$ cat src/source/dcachePkg.sv
`default_nettype none

package dcachePkg;

    // address geometry
    localparam int addrWidth = 12;
    localparam int wordBytes = 4;
    localparam int blockWords = 4;
    localparam int blockBytes = 16;
    localparam int offsetWidth = 4;
    localparam int indexWidth = 4;
    localparam int tagWidth = 4;

    // backing memory cycles per access
    localparam int memLatency = 4;

    // derived sizes
    localparam int wordWidth = wordBytes * 8;
    localparam int blockWidth = blockBytes * 8;
    localparam int byteSelWidth = $clog2(wordBytes);
    localparam int wordSelWidth = $clog2(blockWords);
    localparam int blockAddrWidth = tagWidth + indexWidth;
    localparam int lineCount = 1 << indexWidth;
    localparam int blockCount = 1 << blockAddrWidth;
    localparam int latencyWidth = $clog2(memLatency + 1);

    typedef logic [addrWidth-1:0] byteAddr;
    typedef logic [blockAddrWidth-1:0] blockAddr;
    typedef logic [indexWidth-1:0] lineIndex;
    typedef logic [tagWidth-1:0] lineTag;
    typedef logic [wordWidth-1:0] dataWord;
    typedef logic [wordBytes-1:0] byteMask;
    typedef logic [blockWidth-1:0] blockData;
    typedef logic [blockBytes-1:0] blockMask;
    typedef logic [latencyWidth-1:0] latencyCount;

    // count value of the response cycle
    localparam latencyCount lastCount = latencyCount'(memLatency);

    typedef enum logic [1:0] {
        idle,
        writeBack,
        memRead,
        fill
    } missState;

    typedef struct packed {
        logic read;
        logic write;
        byteAddr addr;
        byteMask byteSelect;
        dataWord writeData;
    } cacheRequest;

    typedef struct packed {
        logic readEnable;
        logic writeEnable;
        blockAddr address;
        blockData writeBlock;
    } memRequest;

    typedef struct packed {
        logic readReady;
        logic writeDone;
        blockData readBlock;
    } memResponse;

    // lookup result for the index of the current address
    typedef struct packed {
        logic hit;
        logic dirty;
        lineTag victimTag;
        blockData block;
    } lineStatus;

endpackage

`default_nettype wire

$ cat src/source/dcacheArray.sv
`timescale 1ns/1ps
`default_nettype none

module dcacheArray (
    input  wire                      clock,
    input  wire                      reset,

    // lookup
    input  wire dcachePkg::lineIndex lookupIndex,
    input  wire dcachePkg::lineTag   lookupTag,
    output dcachePkg::lineStatus     status,

    // byte-enabled word write on a hit
    input  wire                      wordWrite,
    input  wire dcachePkg::blockMask writeMask,
    input  wire dcachePkg::blockData writeBlock,

    // whole block fill after a miss
    input  wire                      fillEnable,
    input  wire dcachePkg::blockData fillBlock
);

    // per-line state
    logic [dcachePkg::lineCount-1:0] valid;
    logic [dcachePkg::lineCount-1:0] dirty;

    // tag and data storage
    dcachePkg::lineTag tags [dcachePkg::lineCount];
    dcachePkg::blockData blocks [dcachePkg::lineCount];

    dcachePkg::blockData mergedBlock;

    // replace only the bytes selected by the mask
    function automatic dcachePkg::blockData mergeBytes(
        input dcachePkg::blockData oldBlock,
        input dcachePkg::blockData newBlock,
        input dcachePkg::blockMask mask
    );
        dcachePkg::blockData merged;
        merged = oldBlock;
        for (int b = 0; b < dcachePkg::blockBytes; b++) begin
            if (mask[b]) begin
                merged[b*8 +: 8] = newBlock[b*8 +: 8];
            end
        end
        return merged;
    endfunction

    // combinational lookup
    always_comb begin
        status.hit = valid[lookupIndex] && (tags[lookupIndex] == lookupTag);
        // an invalid line never needs a writeback
        status.dirty = valid[lookupIndex] && dirty[lookupIndex];
        status.victimTag = tags[lookupIndex];
        status.block = blocks[lookupIndex];
    end

    assign mergedBlock = mergeBytes(status.block, writeBlock, writeMask);

    // valid and dirty bits
    always_ff @(posedge clock or negedge reset) begin
        if (!reset) begin
            valid <= '0;
            dirty <= '0;
        end else if (fillEnable) begin
            valid[lookupIndex] <= 1'b1;
            dirty[lookupIndex] <= 1'b0;
        end else if (wordWrite) begin
            dirty[lookupIndex] <= 1'b1;
        end
    end

    // tags and block data
    always_ff @(posedge clock) begin
        if (fillEnable) begin
            tags[lookupIndex] <= lookupTag;
            blocks[lookupIndex] <= fillBlock;
        end else if (wordWrite) begin
            blocks[lookupIndex] <= mergedBlock;
        end
    end

endmodule

`default_nettype wire

$ cat config.mk
export PLATFORM = sky130hd
export DESIGN_NAME = dcacheArray
export DESIGN_NICKNAME = d
export VERILOG_FILES = /design/src/source/dcachePkg.sv /design/src/source/dcacheArray.sv
export SDC_FILE = /design/constraint.sdc
export NUM_CORES = 2
export LEC_CHECK = 0
export BUFFER_PORTS_ARGS = -buffer_cell sky130_fd_sc_hd__buf_2
export CORE_ASPECT_RATIO = 1.25
export CORE_MARGIN = 1.5
export CORE_UTILIZATION = 60
export CTS_CLUSTER_DIAMETER = 120
export DETAILED_ROUTE_END_ITERATION = 7
export GPL_ROUTABILITY_DRIVEN = 0
export PLACE_DENSITY = 0.76
export SLEW_MARGIN = 20
export SYNTH_ARGS = -nofsm -noshare
export SYNTH_HDL_FRONTEND = slang
export SYNTH_SLANG_ARGS = --single-unit
$ cat constraint.sdc
create_clock -name clock -period 3.97 [get_ports clock]
set_clock_uncertainty 0.2 [all_clocks]
set_input_delay 0.794 -clock clock [delete_from_list [all_inputs] [get_ports clock]]
set_output_delay 0.794 -clock clock [all_outputs]
set_load 0.05 [all_outputs]
==> results.md <==
* Adder-cell area share of the yosys netlist at 0%
* Max-cap viol count at 0
* Pins Over Slew Limit at 0
* Worst-Margin Slew at ~1200 ps
* First-iteration detailed-routing DRC count at 4552
* Simple-gate share of the synthesized area at between 1 and 1.5%
* Syn nets at roughly 3800
* Final nets at roughly 4500
* Vias at between 40000 and 50000
* Prevailing post-synth register cell: edfxtp_1
* Routed length on met1 at ~71 mm
* Status: finished, final reports clean
* Post-synth EDFFs at approximately 2100
* CP Launch Type: primary input
* Initial antenna violation count at 3
* Hold crit path type: in2reg
* Final wirelength at about 200 mm
* FFs w/ async S/R, synth at roughly 1.5%
* Mean number of vias per cell at about 6.6
* Core Region at about 0.14 mm²
* Worst-path clk slew at 60 ps
* Fin util at about 70%
* CTS Buf Count at roughly 190
* DR WL/cell at approximately 32 µm
* Slew HR at 20.1%
* Largest net degree at the start of global routing at 70
* Synth cell types at 28
* Initial core utilization at 60.6%
* Largest family of logic cells by synthesized area: multiplexers
* Sequential area share after synthesis at around three quarters
* Crit end category: primary output
* Synthesized area at around 0.084 mm²
* Unrepaired setup endpoints after global routing: false
* Die Ht at between 400 and 500 µm
* Crit path required time at approximately 3000 ps
* Area grow syn2layout at 15.5%
* Finished Layout Cells at 6181
* Final hold vios at 0
* Post-DP HPWL at 107 mm
* Fraction of layout cells with a size suffix above 1 at between 30% and 40%
* Crit Path Max Fanout at 19
* Met2 WL at 104 mm
* Antenna-violating nets left at 0
* Die footprint at about 0.14 mm²
* Leakage Power at between 30 and 40 nW
* Setup CP Type: in2out
* Setup violators final at 0
* First-pass DRT Iterations at 5
* Syn avg cell area at approximately 24 µm²
* Global route overflow at 0
* Final min period at approximately 4000 ps
* Synth Area in Compound Gates at less than 1%
* Post-synthesis mux area share at around a fifth
* Worst vdd ir at 0.432 mV
* Commonest non-fill, non-tap cell in the layout: edfxtp_1
* CTS tree: yes
* Port-buffer cells at ~420
* Power per cell area at ~500 mW/mm²
* Root Buffer: clkbuf_16
* IO Pins at around 420
* Global-route wire length before repair at just under 300 mm
* Cells after synthesis at approximately 3500
* Post-route DRC violation count at 0
* H-tree depth at 4
* Post-synthesis register bit count at between 2000 and 2500
* Vias in the first global route at 41800
* Placed Cells at slightly below 6000
* Post-Synth XOR/XNOR Area at less than 1%
* Synthesis warning total at 0
* CTS Sinks at between 2000 and 2500
* Highest Signal Layer: met5
* Final Cycle Share at between 90% and 100%
* Critical Path AT at about 2900 ps
* Met3 wire len at about 20 mm
* Die X at 337 µm
* Fmax at about 260 MHz
* Total GRT Usage at 29.0%
* Clk buf depth at 3
* Rows at between 150 and 200
* Skew-Pair Late Insertion Delay at ~840 ps
* Antenna diodes at 0
* Most frequent cells in the layout: edfxtp_1 (2112), mux4_2 (655), buf_2 (412), clkbuf_16 (192), nor2_1 (164)
==> state kept, by name (all words and copies together) (netlist names), named ones only <==
name	cells
blocks	2048
valid	16
tags	64
==> Yosys cell counts (2+ instances only) <==
library cell	count	area, µm²
edfxtp_1	2112	63400
mux4_2	655	14800
nor2_1	180	676
a21oi_1	140	701
mux2i_1	137	1370
clkbuf_1	87	327
buf_1	38	143
buf_6	36	405
dfrtp_1	32	801
buf_4	20	150
buf_2	19	95.1
or2_2	17	106
mux4_1	12	315
nor2b_1	6	37.5
nand2_1	5	18.8
a31oi_1	4	25.0
and2_1	4	25.0
o21ai_0	3	15.0
xnor2_1	3	26.3
buf_8	2	30.0
nand2b_1	2	12.5
==> through the flow <==
stage                     hold slack [ps]  setup TNS, ps  instance area, µm²  setup slack [ps]  power [mW]
after floorplan                       234        -275420               83800              -170        28.9
after global placement                245              0               90100              44.8        30.2
after detailed placement              248              0               90100              27.6        30.3
after CTS                             120              0               96200              1.86        48.1
after global routing                  153              0               96400              17.7        49.2
final                                 187              0               96400              76.5        48.0
==> layout make-up <==
type,instances,area [µm²]
clock buffers,224,4930
well taps,1848,2310
flip-flops and latches,2144,64200
repair buffers,670,5350
fillers,7919,41300
multi-input cells,1175,18500
clock inverters,120,1100
==> report_power, final <==
part / internal, mW / switching, mW / leakage (nW)
clock: 9.99 / 8.07 / 2.95
combinational: 1.50 / 2.62 / 9.10
sequential: 25.6 / 0.143 / 19.4
==> final timing paths <==
| check | from | end | slack (ps) | cells past startpoint |
|---|---|---|---|---|
| setup / recovery | lookupIndex[0] | status[86] | 80 | 6 |
| hold / removal | lookupTag[1] | tags[1][1] | 190 | 1 |
| setup reg to reg | blocks[7][43] | blocks[14][43] | 1360 | 4 |
| hold reg to reg | valid[4] | valid[4] | 260 | 1 |
| max in group asynchronous | reset | valid[7] | 2740 | 2 |
| min in group asynchronous | reset | valid[0] | 370 | 2 |
==> critical path, stage by stage <==
cell and delay, ps:
buf_12 220, buf_16 260, buf_12 220, mux4_2 560, mux4_2 550, buf_2 250
==> metal layers <==
layer  global-route usage [%]  vias to the layer above
li1                         -                    16400
met1                     39.5                    21600
met2                     49.1                     2482
met3                     5.07                      344
met4                     8.13                        4
met5                        0                        -
==> cells by family after synthesis <==
kind of cell    count (synthesis)
mux                           805
buf+inv                       202
compound gates                149
simple gates                  218
xor+xnor                        3
flops                        2144
==> repair_timing <==
action	CTS	global route
endpoints found under the setup margin	3	1
buffers inserted	0	1
hold buffers	1	0
pin swaps	0	0
hold endpoints to repair	32	0
resized for setup	4	4
Power figures use the tool's default switching activity.
