<file path="config.mk">
export PLATFORM = sky130hd
export DESIGN_NAME = dcacheController
export DESIGN_NICKNAME = d
export VERILOG_FILES = /design/src/source/dcachePkg.sv /design/src/source/dcacheController.sv
export SDC_FILE = /design/constraint.sdc
export NUM_CORES = 1
export LEC_CHECK = 0
export BUFFER_PORTS_ARGS = -buffer_cell sky130_fd_sc_hd__buf_2
export CAP_MARGIN = 20
export CORE_AREA = 2 2 297 299
export CTS_BUF_LIST = sky130_fd_sc_hd__clkbuf_16
export DETAILED_ROUTE_END_ITERATION = 8
export DIE_AREA = 0 0 299 301
export GPL_ROUTABILITY_DRIVEN = 0
export HOLD_SLACK_MARGIN = 0.03
export SLEW_MARGIN = 20
export SYNTH_ARGS = -nofsm -noshare
export SYNTH_HDL_FRONTEND = slang
export SYNTH_SLANG_ARGS = --single-unit
</file>
<file path="constraint.sdc">
create_clock -name clock -period 7.1 [get_ports clock]
set_input_delay 0.71 -clock clock [delete_from_list [all_inputs] [get_ports clock]]
set_output_delay 0.71 -clock clock [all_outputs]
set_load 0.02 [all_outputs]
</file>
<file path="src/source/dcachePkg.sv">
`default_nettype none

package dcachePkg;

    // address geometry
    localparam int addrWidth = 12;
    localparam int wordBytes = 4;
    localparam int blockWords = 4;
    localparam int blockBytes = 16;
    localparam int offsetWidth = 4;
    localparam int indexWidth = 4;
    localparam int tagWidth = 4;

    // backing memory cycles per access
    localparam int memLatency = 4;

    // derived sizes
    localparam int wordWidth = wordBytes * 8;
    localparam int blockWidth = blockBytes * 8;
    localparam int byteSelWidth = $clog2(wordBytes);
    localparam int wordSelWidth = $clog2(blockWords);
    localparam int blockAddrWidth = tagWidth + indexWidth;
    localparam int lineCount = 1 << indexWidth;
    localparam int blockCount = 1 << blockAddrWidth;
    localparam int latencyWidth = $clog2(memLatency + 1);

    typedef logic [addrWidth-1:0] byteAddr;
    typedef logic [blockAddrWidth-1:0] blockAddr;
    typedef logic [indexWidth-1:0] lineIndex;
    typedef logic [tagWidth-1:0] lineTag;
    typedef logic [wordWidth-1:0] dataWord;
    typedef logic [wordBytes-1:0] byteMask;
    typedef logic [blockWidth-1:0] blockData;
    typedef logic [blockBytes-1:0] blockMask;
    typedef logic [latencyWidth-1:0] latencyCount;

    // count value of the response cycle
    localparam latencyCount lastCount = latencyCount'(memLatency);

    typedef enum logic [1:0] {
        idle,
        writeBack,
        memRead,
        fill
    } missState;

    typedef struct packed {
        logic read;
        logic write;
        byteAddr addr;
        byteMask byteSelect;
        dataWord writeData;
    } cacheRequest;

    typedef struct packed {
        logic readEnable;
        logic writeEnable;
        blockAddr address;
        blockData writeBlock;
    } memRequest;

    typedef struct packed {
        logic readReady;
        logic writeDone;
        blockData readBlock;
    } memResponse;

    // lookup result for the index of the current address
    typedef struct packed {
        logic hit;
        logic dirty;
        lineTag victimTag;
        blockData block;
    } lineStatus;

endpackage

`default_nettype wire

</file>
<file path="src/source/dcacheController.sv">
`timescale 1ns/1ps
`default_nettype none

module dcacheController (
    input  wire                         clock,
    input  wire                         reset,

    // pipeline side
    input  wire dcachePkg::cacheRequest request,
    output logic                        stall,
    output dcachePkg::dataWord          readData,

    // array lookup
    output dcachePkg::lineIndex         lookupIndex,
    output dcachePkg::lineTag           lookupTag,
    input  wire dcachePkg::lineStatus   status,

    // array word write
    output logic                        wordWrite,
    output dcachePkg::blockMask         writeMask,
    output dcachePkg::blockData         writeBlock,

    // array fill
    output logic                        fillEnable,
    output dcachePkg::blockData         fillBlock,

    // backing memory
    output dcachePkg::memRequest        memReq,
    input  wire dcachePkg::memResponse  memResp
);

    // fields of the held request address
    dcachePkg::lineTag reqTag;
    dcachePkg::lineIndex reqIndex;
    logic [dcachePkg::wordSelWidth-1:0] wordSel;

    logic reqValid;
    logic writeHit;
    logic miss;

    dcachePkg::missState state;
    dcachePkg::missState nextState;

    assign reqTag = request.addr[dcachePkg::addrWidth-1 -: dcachePkg::tagWidth];
    assign reqIndex = request.addr[dcachePkg::offsetWidth +: dcachePkg::indexWidth];
    assign wordSel = request.addr[dcachePkg::byteSelWidth +: dcachePkg::wordSelWidth];

    // exactly one of read and write makes a request
    assign reqValid = request.read ^ request.write;
    assign writeHit = request.write && !request.read && status.hit;
    assign miss = reqValid && !status.hit;

    assign lookupIndex = reqIndex;
    assign lookupTag = reqTag;

    // addressed word out of the looked-up block
    assign readData = status.block[wordSel * dcachePkg::wordWidth +: dcachePkg::wordWidth];

    // held while a miss is pending or being served
    assign stall = (state != dcachePkg::idle) || miss;

    assign wordWrite = writeHit && !stall;
    assign fillEnable = (state == dcachePkg::fill);

    // word and byte mask moved into their lane of the block
    always_comb begin
        writeMask = '0;
        writeBlock = '0;
        writeMask[wordSel * dcachePkg::wordBytes +: dcachePkg::wordBytes] = request.byteSelect;
        writeBlock[wordSel * dcachePkg::wordWidth +: dcachePkg::wordWidth] = request.writeData;
    end

    always_ff @(posedge clock or negedge reset) begin
        if (!reset) begin
            state <= dcachePkg::idle;
        end else begin
            state <= nextState;
        end
    end

    // miss sequencing
    always_comb begin
        nextState = state;
        case (state)
            dcachePkg::idle: begin
                if (miss) begin
                    if (status.dirty) begin
                        nextState = dcachePkg::writeBack;
                    end else begin
                        nextState = dcachePkg::memRead;
                    end
                end
            end
            dcachePkg::writeBack: begin
                if (memResp.writeDone) begin
                    nextState = dcachePkg::memRead;
                end
            end
            dcachePkg::memRead: begin
                if (memResp.readReady) begin
                    nextState = dcachePkg::fill;
                end
            end
            dcachePkg::fill: begin
                // the held request hits on return to idle
                nextState = dcachePkg::idle;
            end
            default: begin
                nextState = dcachePkg::idle;
            end
        endcase
    end

    // memory request, held for the whole state
    always_comb begin
        memReq = '0;
        memReq.writeBlock = status.block;
        memReq.address = {reqTag, reqIndex};
        if (state == dcachePkg::writeBack) begin
            // victim goes back to its own block address
            memReq.writeEnable = 1'b1;
            memReq.address = {status.victimTag, reqIndex};
        end
        if (state == dcachePkg::memRead) begin
            memReq.readEnable = 1'b1;
        end
    end

    // fetched block kept for the fill cycle
    always_ff @(posedge clock) begin
        if (state == dcachePkg::memRead && memResp.readReady) begin
            fillBlock <= memResp.readBlock;
        end
    end

endmodule

`default_nettype wire

</file>
==> flow_summary_export.csv <==
group,metric,value,unit
detailed_routing,drc_errors,0,
yosys,synth-edff-count,128,
setup_path,path_cells,"buf_2, buf_4, inv_2, ha_1, and4bb_2, and2_1, buf_2",
yosys,synth_fa_ha_area_share,1.959,%
yosys,synth_ff_type,"edfxtp_1",
setup_path,crit_end,"writeBlock[80]",
yosys,synth.avg_cell_area,13.96,um^2
die,chipHeight,301,um
sta,slew_violations,0,
cells_and_area,area_growth_syn_to_layout,67.96,%
setup_path,crit_start,"request[38]",
yosys,ys_top_cells_by_count,"and2_1, buf_4, edfxtp_1",
yosys,ys_async_sr_fraction,1.538,%
setup_path,worstSetupPathType,"in2out",
setup_path,r2r_start,"state[0]$_DFFE_PN0P_",
placed_design,port_buffers,754,
die,rows,108,
setup_path,crit_buf_inv,4,
clock_network,tritoncts,"built",
sta,setup_ws,2912,ps
yosys,synthMuxAreaShare,11.47,%
yosys,synthTopCellsByArea,"edfxtp_1, buf_4, and2_1, mux4_2, ha_1",
setup_path,cp.required,6390,ps
power_and_ir_drop,seqPwrFrac,37.2,%
yosys,synth_top_family_by_area,"buffers and inverters",
global_route,grt_max_degree,71,
yosys,yosysTopAreaCell,"edfxtp_1",
sta,setup_viol,0,
clock_network,cts_root_buffer,"clkbuf_16",
setup_path,reg2reg_depth,4,
setup_path,r2r_end,"fillBlock[63]$_DFFE_PP_",
min_path,worstHoldPathCells,1,
die,core_area,86480,um^2
clock_network,clockBufferDepth,2,
global_route,grt_pass1_wl,63120,um
clock_network,cts_htree_levels,4,
yosys,synth-seq-cells,130,
cells_and_area,n_fill_cell,9898,
detailed_routing,first_pass_iters,4,
global_route,gr-total-overflow,0,
die,die_w,299,um
global_route,grt_pass1_vias,6072,
clock_network,cts_inserted_buffers,17,
cells_and_area,design_area,11800,um^2
power_and_ir_drop,p_int,1.849,mW
sta,fin_crit,4188,ps
detailed_routing,wire_per_inst,22.45,um
yosys,synth_area,7024,um^2
setup_path,critical-path-max-stage-delay,780,ps
global_route,antenna_found_initial,83,
detailed_routing,viasPerCell,2.930,
setup_path,crit_cells,7,
cells_and_area,multi_input_area,1949,um^2
setup_path,worst_ep_arrival_time,3480,ps
power_and_ir_drop,p_clk_share,32.3,%
die,io_pins,769,
power_and_ir_drop,pwr-share-comb,30.5,%
sta,tns,0,ps
setup_path,r2r_slack,4320,ps
setup_path,path_common_cell,"buf_2",
sta,slew_headroom,37.60,%
clock_network,post_cts_buffers,0,
detailed_routing,drtAntennaViolNets,0,
sta,fin_skew,6.389,ps
yosys,yosysTopAreaCellShare,54.72,%
setup_path,critical_path.top_delay_family,"buffers and inverters",
detailed_routing,vias,6769,
clock_network,clock_latency,440,ps
sta,tightest_slew,935.9,ps
yosys,synth_xor_area_share,0,%
cells_and_area,register_area,3894,um^2
setup_path,crit_slowest_cell,"and4bb_2",
yosys,yosys_warnings,0,
power_and_ir_drop,p_per_area,240.6,nW/um^2
setup_path,critPathLaunchType,"input port",
clock_network,clkTransAtPathRegs,70,ps
clock_network,ctsResizeCount,0,
yosys,ys_seq_area_share,55.43,%
status,outcome,"complete, no violations",
yosys,postSynthCellCount,503,
placed_design,dp_hpwl,47170,um
min_path,hold_class,"in2reg",
setup_path,path_max_fanout,36,
die,initial_core_util,8.122,%
placed_design,pre_cts_ws,2796,ps
power_and_ir_drop,switching_share,34.86,%
placed_design,dpl_cell_area,11130,um^2
sta,rsz0062_at_grt,"false",
detailed_routing,finalWirelength,51850,um
yosys,yosysUniqueCellTypes,20,
sta,post-route-period-util,58.99,%
cells_and_area,layout-drive-gt1-share,73.30,%
sta,fmax,238.8,MHz
yosys,synth-compound-area-share,0.1959,%
run,drv_cap,0,
power_and_ir_drop,ir_worst_vdd,0.1709,mV
sta,finalHoldViolCount,0,
clock_network,clock_sinks,130,
power_and_ir_drop,p_leak,5.548,nW
sta,holdWs,440.8,ps
global_route,grt_util_all_layers,10.88,%
cells_and_area,layout.nets,1449,
yosys,synth_fp_nets,830,
power_and_ir_drop,power,2.838,mW
die,die-area,90000,um^2
power_and_ir_drop,p_sw,0.9894,mW
setup_path,endpoint_kind,"output pin",
detailed_routing,drt_iter0_drc,325,
yosys,synth-simple-area-share,13.91,%
yosys,yosysMostFrequentCell,"and2_1",
[per-stage QoR]
stage / std cells / util, %
2_1_floorplan: 503 / -
3_3_place_gp: 2257 / 12.87
3_5_place_dp: 2257 / 12.87
4_1_cts: 2290 / 13.58
5_1_grt: 2299 / 13.61
6_report: 2310 / 13.64
[cell usage in the layout, fill, tap and decap left out, types with 2 or more instances in the layout]
cell type,Yosys,final
inv_1,7,8
ha_1,11,11
clkinvlp_4,0,3
dfrtp_1,2,2
nand2_1,2,2
clkbuf_16,0,17
bufinv_16,0,3
diode_2,0,20
nor3_4,0,2
mux2_2,4,4
mux2i_1,4,4
inv_6,0,4
edfxtp_1,128,128
and2_1,145,144
mux4_2,32,32
buf_4,144,5
buf_2,2,754
clkinv_4,0,3
[area by class of cell]
type | instances | area share, %
flip-flops and latches | 130 | 33.00
repair buffers | 760 | 32.39
multi-input cells | 205 | 16.52
well taps | 1155 | 12.25
clock buffers | 17 | 3.606
clock inverters | 15 | 1.548
diodes | 20 | 0.4242
inverters | 8 | 0.2545
[how the worst min path moves through the flow]
stage | end | slack (ps) | startpoint
6_report | fillBlock[107]$_DFFE_PP_ | 440 | memResp[107]
2_1_floorplan | state[0]$_DFFE_PN0P_ | 410 | reset
4_1_cts | fillBlock[39]$_DFFE_PP_ | 410 | memResp[39]
3_3_place_gp | state[0]$_DFFE_PN0P_ | 500 | reset
5_1_grt | fillBlock[1]$_DFFE_PP_ | 410 | memResp[1]
3_5_place_dp | state[1]$_DFFE_PN0P_ | 510 | reset
[cells by family (layout without fill, tap and decap cells)]
| family | after synthesis | after routing |
|---|---|---|
| buf+inv | 168 | 800 |
| simple gates | 152 | 152 |
| flops | 130 | 130 |
| mux | 40 | 40 |
| fa+ha+maj | 11 | 11 |
| compound gates | 2 | 2 |
| other cells | 0 | 20 |
[state kept, by name, summed over array words and instances (netlist names)]
| name | flops |
|---|---|
| state | 2 |
| fillBlock | 128 |
[repair_timing]
action	CTS	global route
setup endpoints to repair	0	0
hold buffers	1	0
hold endpoints to repair	2	0
[per-layer routing]
metal / share of wire (%) / vias up / global-route usage (%)
li1: - / 2878 / -
met3: 9.0 / 154 / 3.081
met2: 50 / 608 / 20.01
met5: 0.22 / - / 0
met1: 36 / 3113 / 11.90
met4: 4.2 / 16 / 3.726
[power by group through the flow]
stage,sequential [mW],clock (mW),combinational [mW]
2_1_floorplan,1.26,0,0.356
3_3_place_gp,1.07,0,0.878
3_5_place_dp,1.07,0,0.883
4_1_cts,1.06,0.954,0.886
5_1_grt,1.07,0.984,0.923
6_report,1.06,0.917,0.866
No activity file was read; power rests on OpenSTA's default activity.
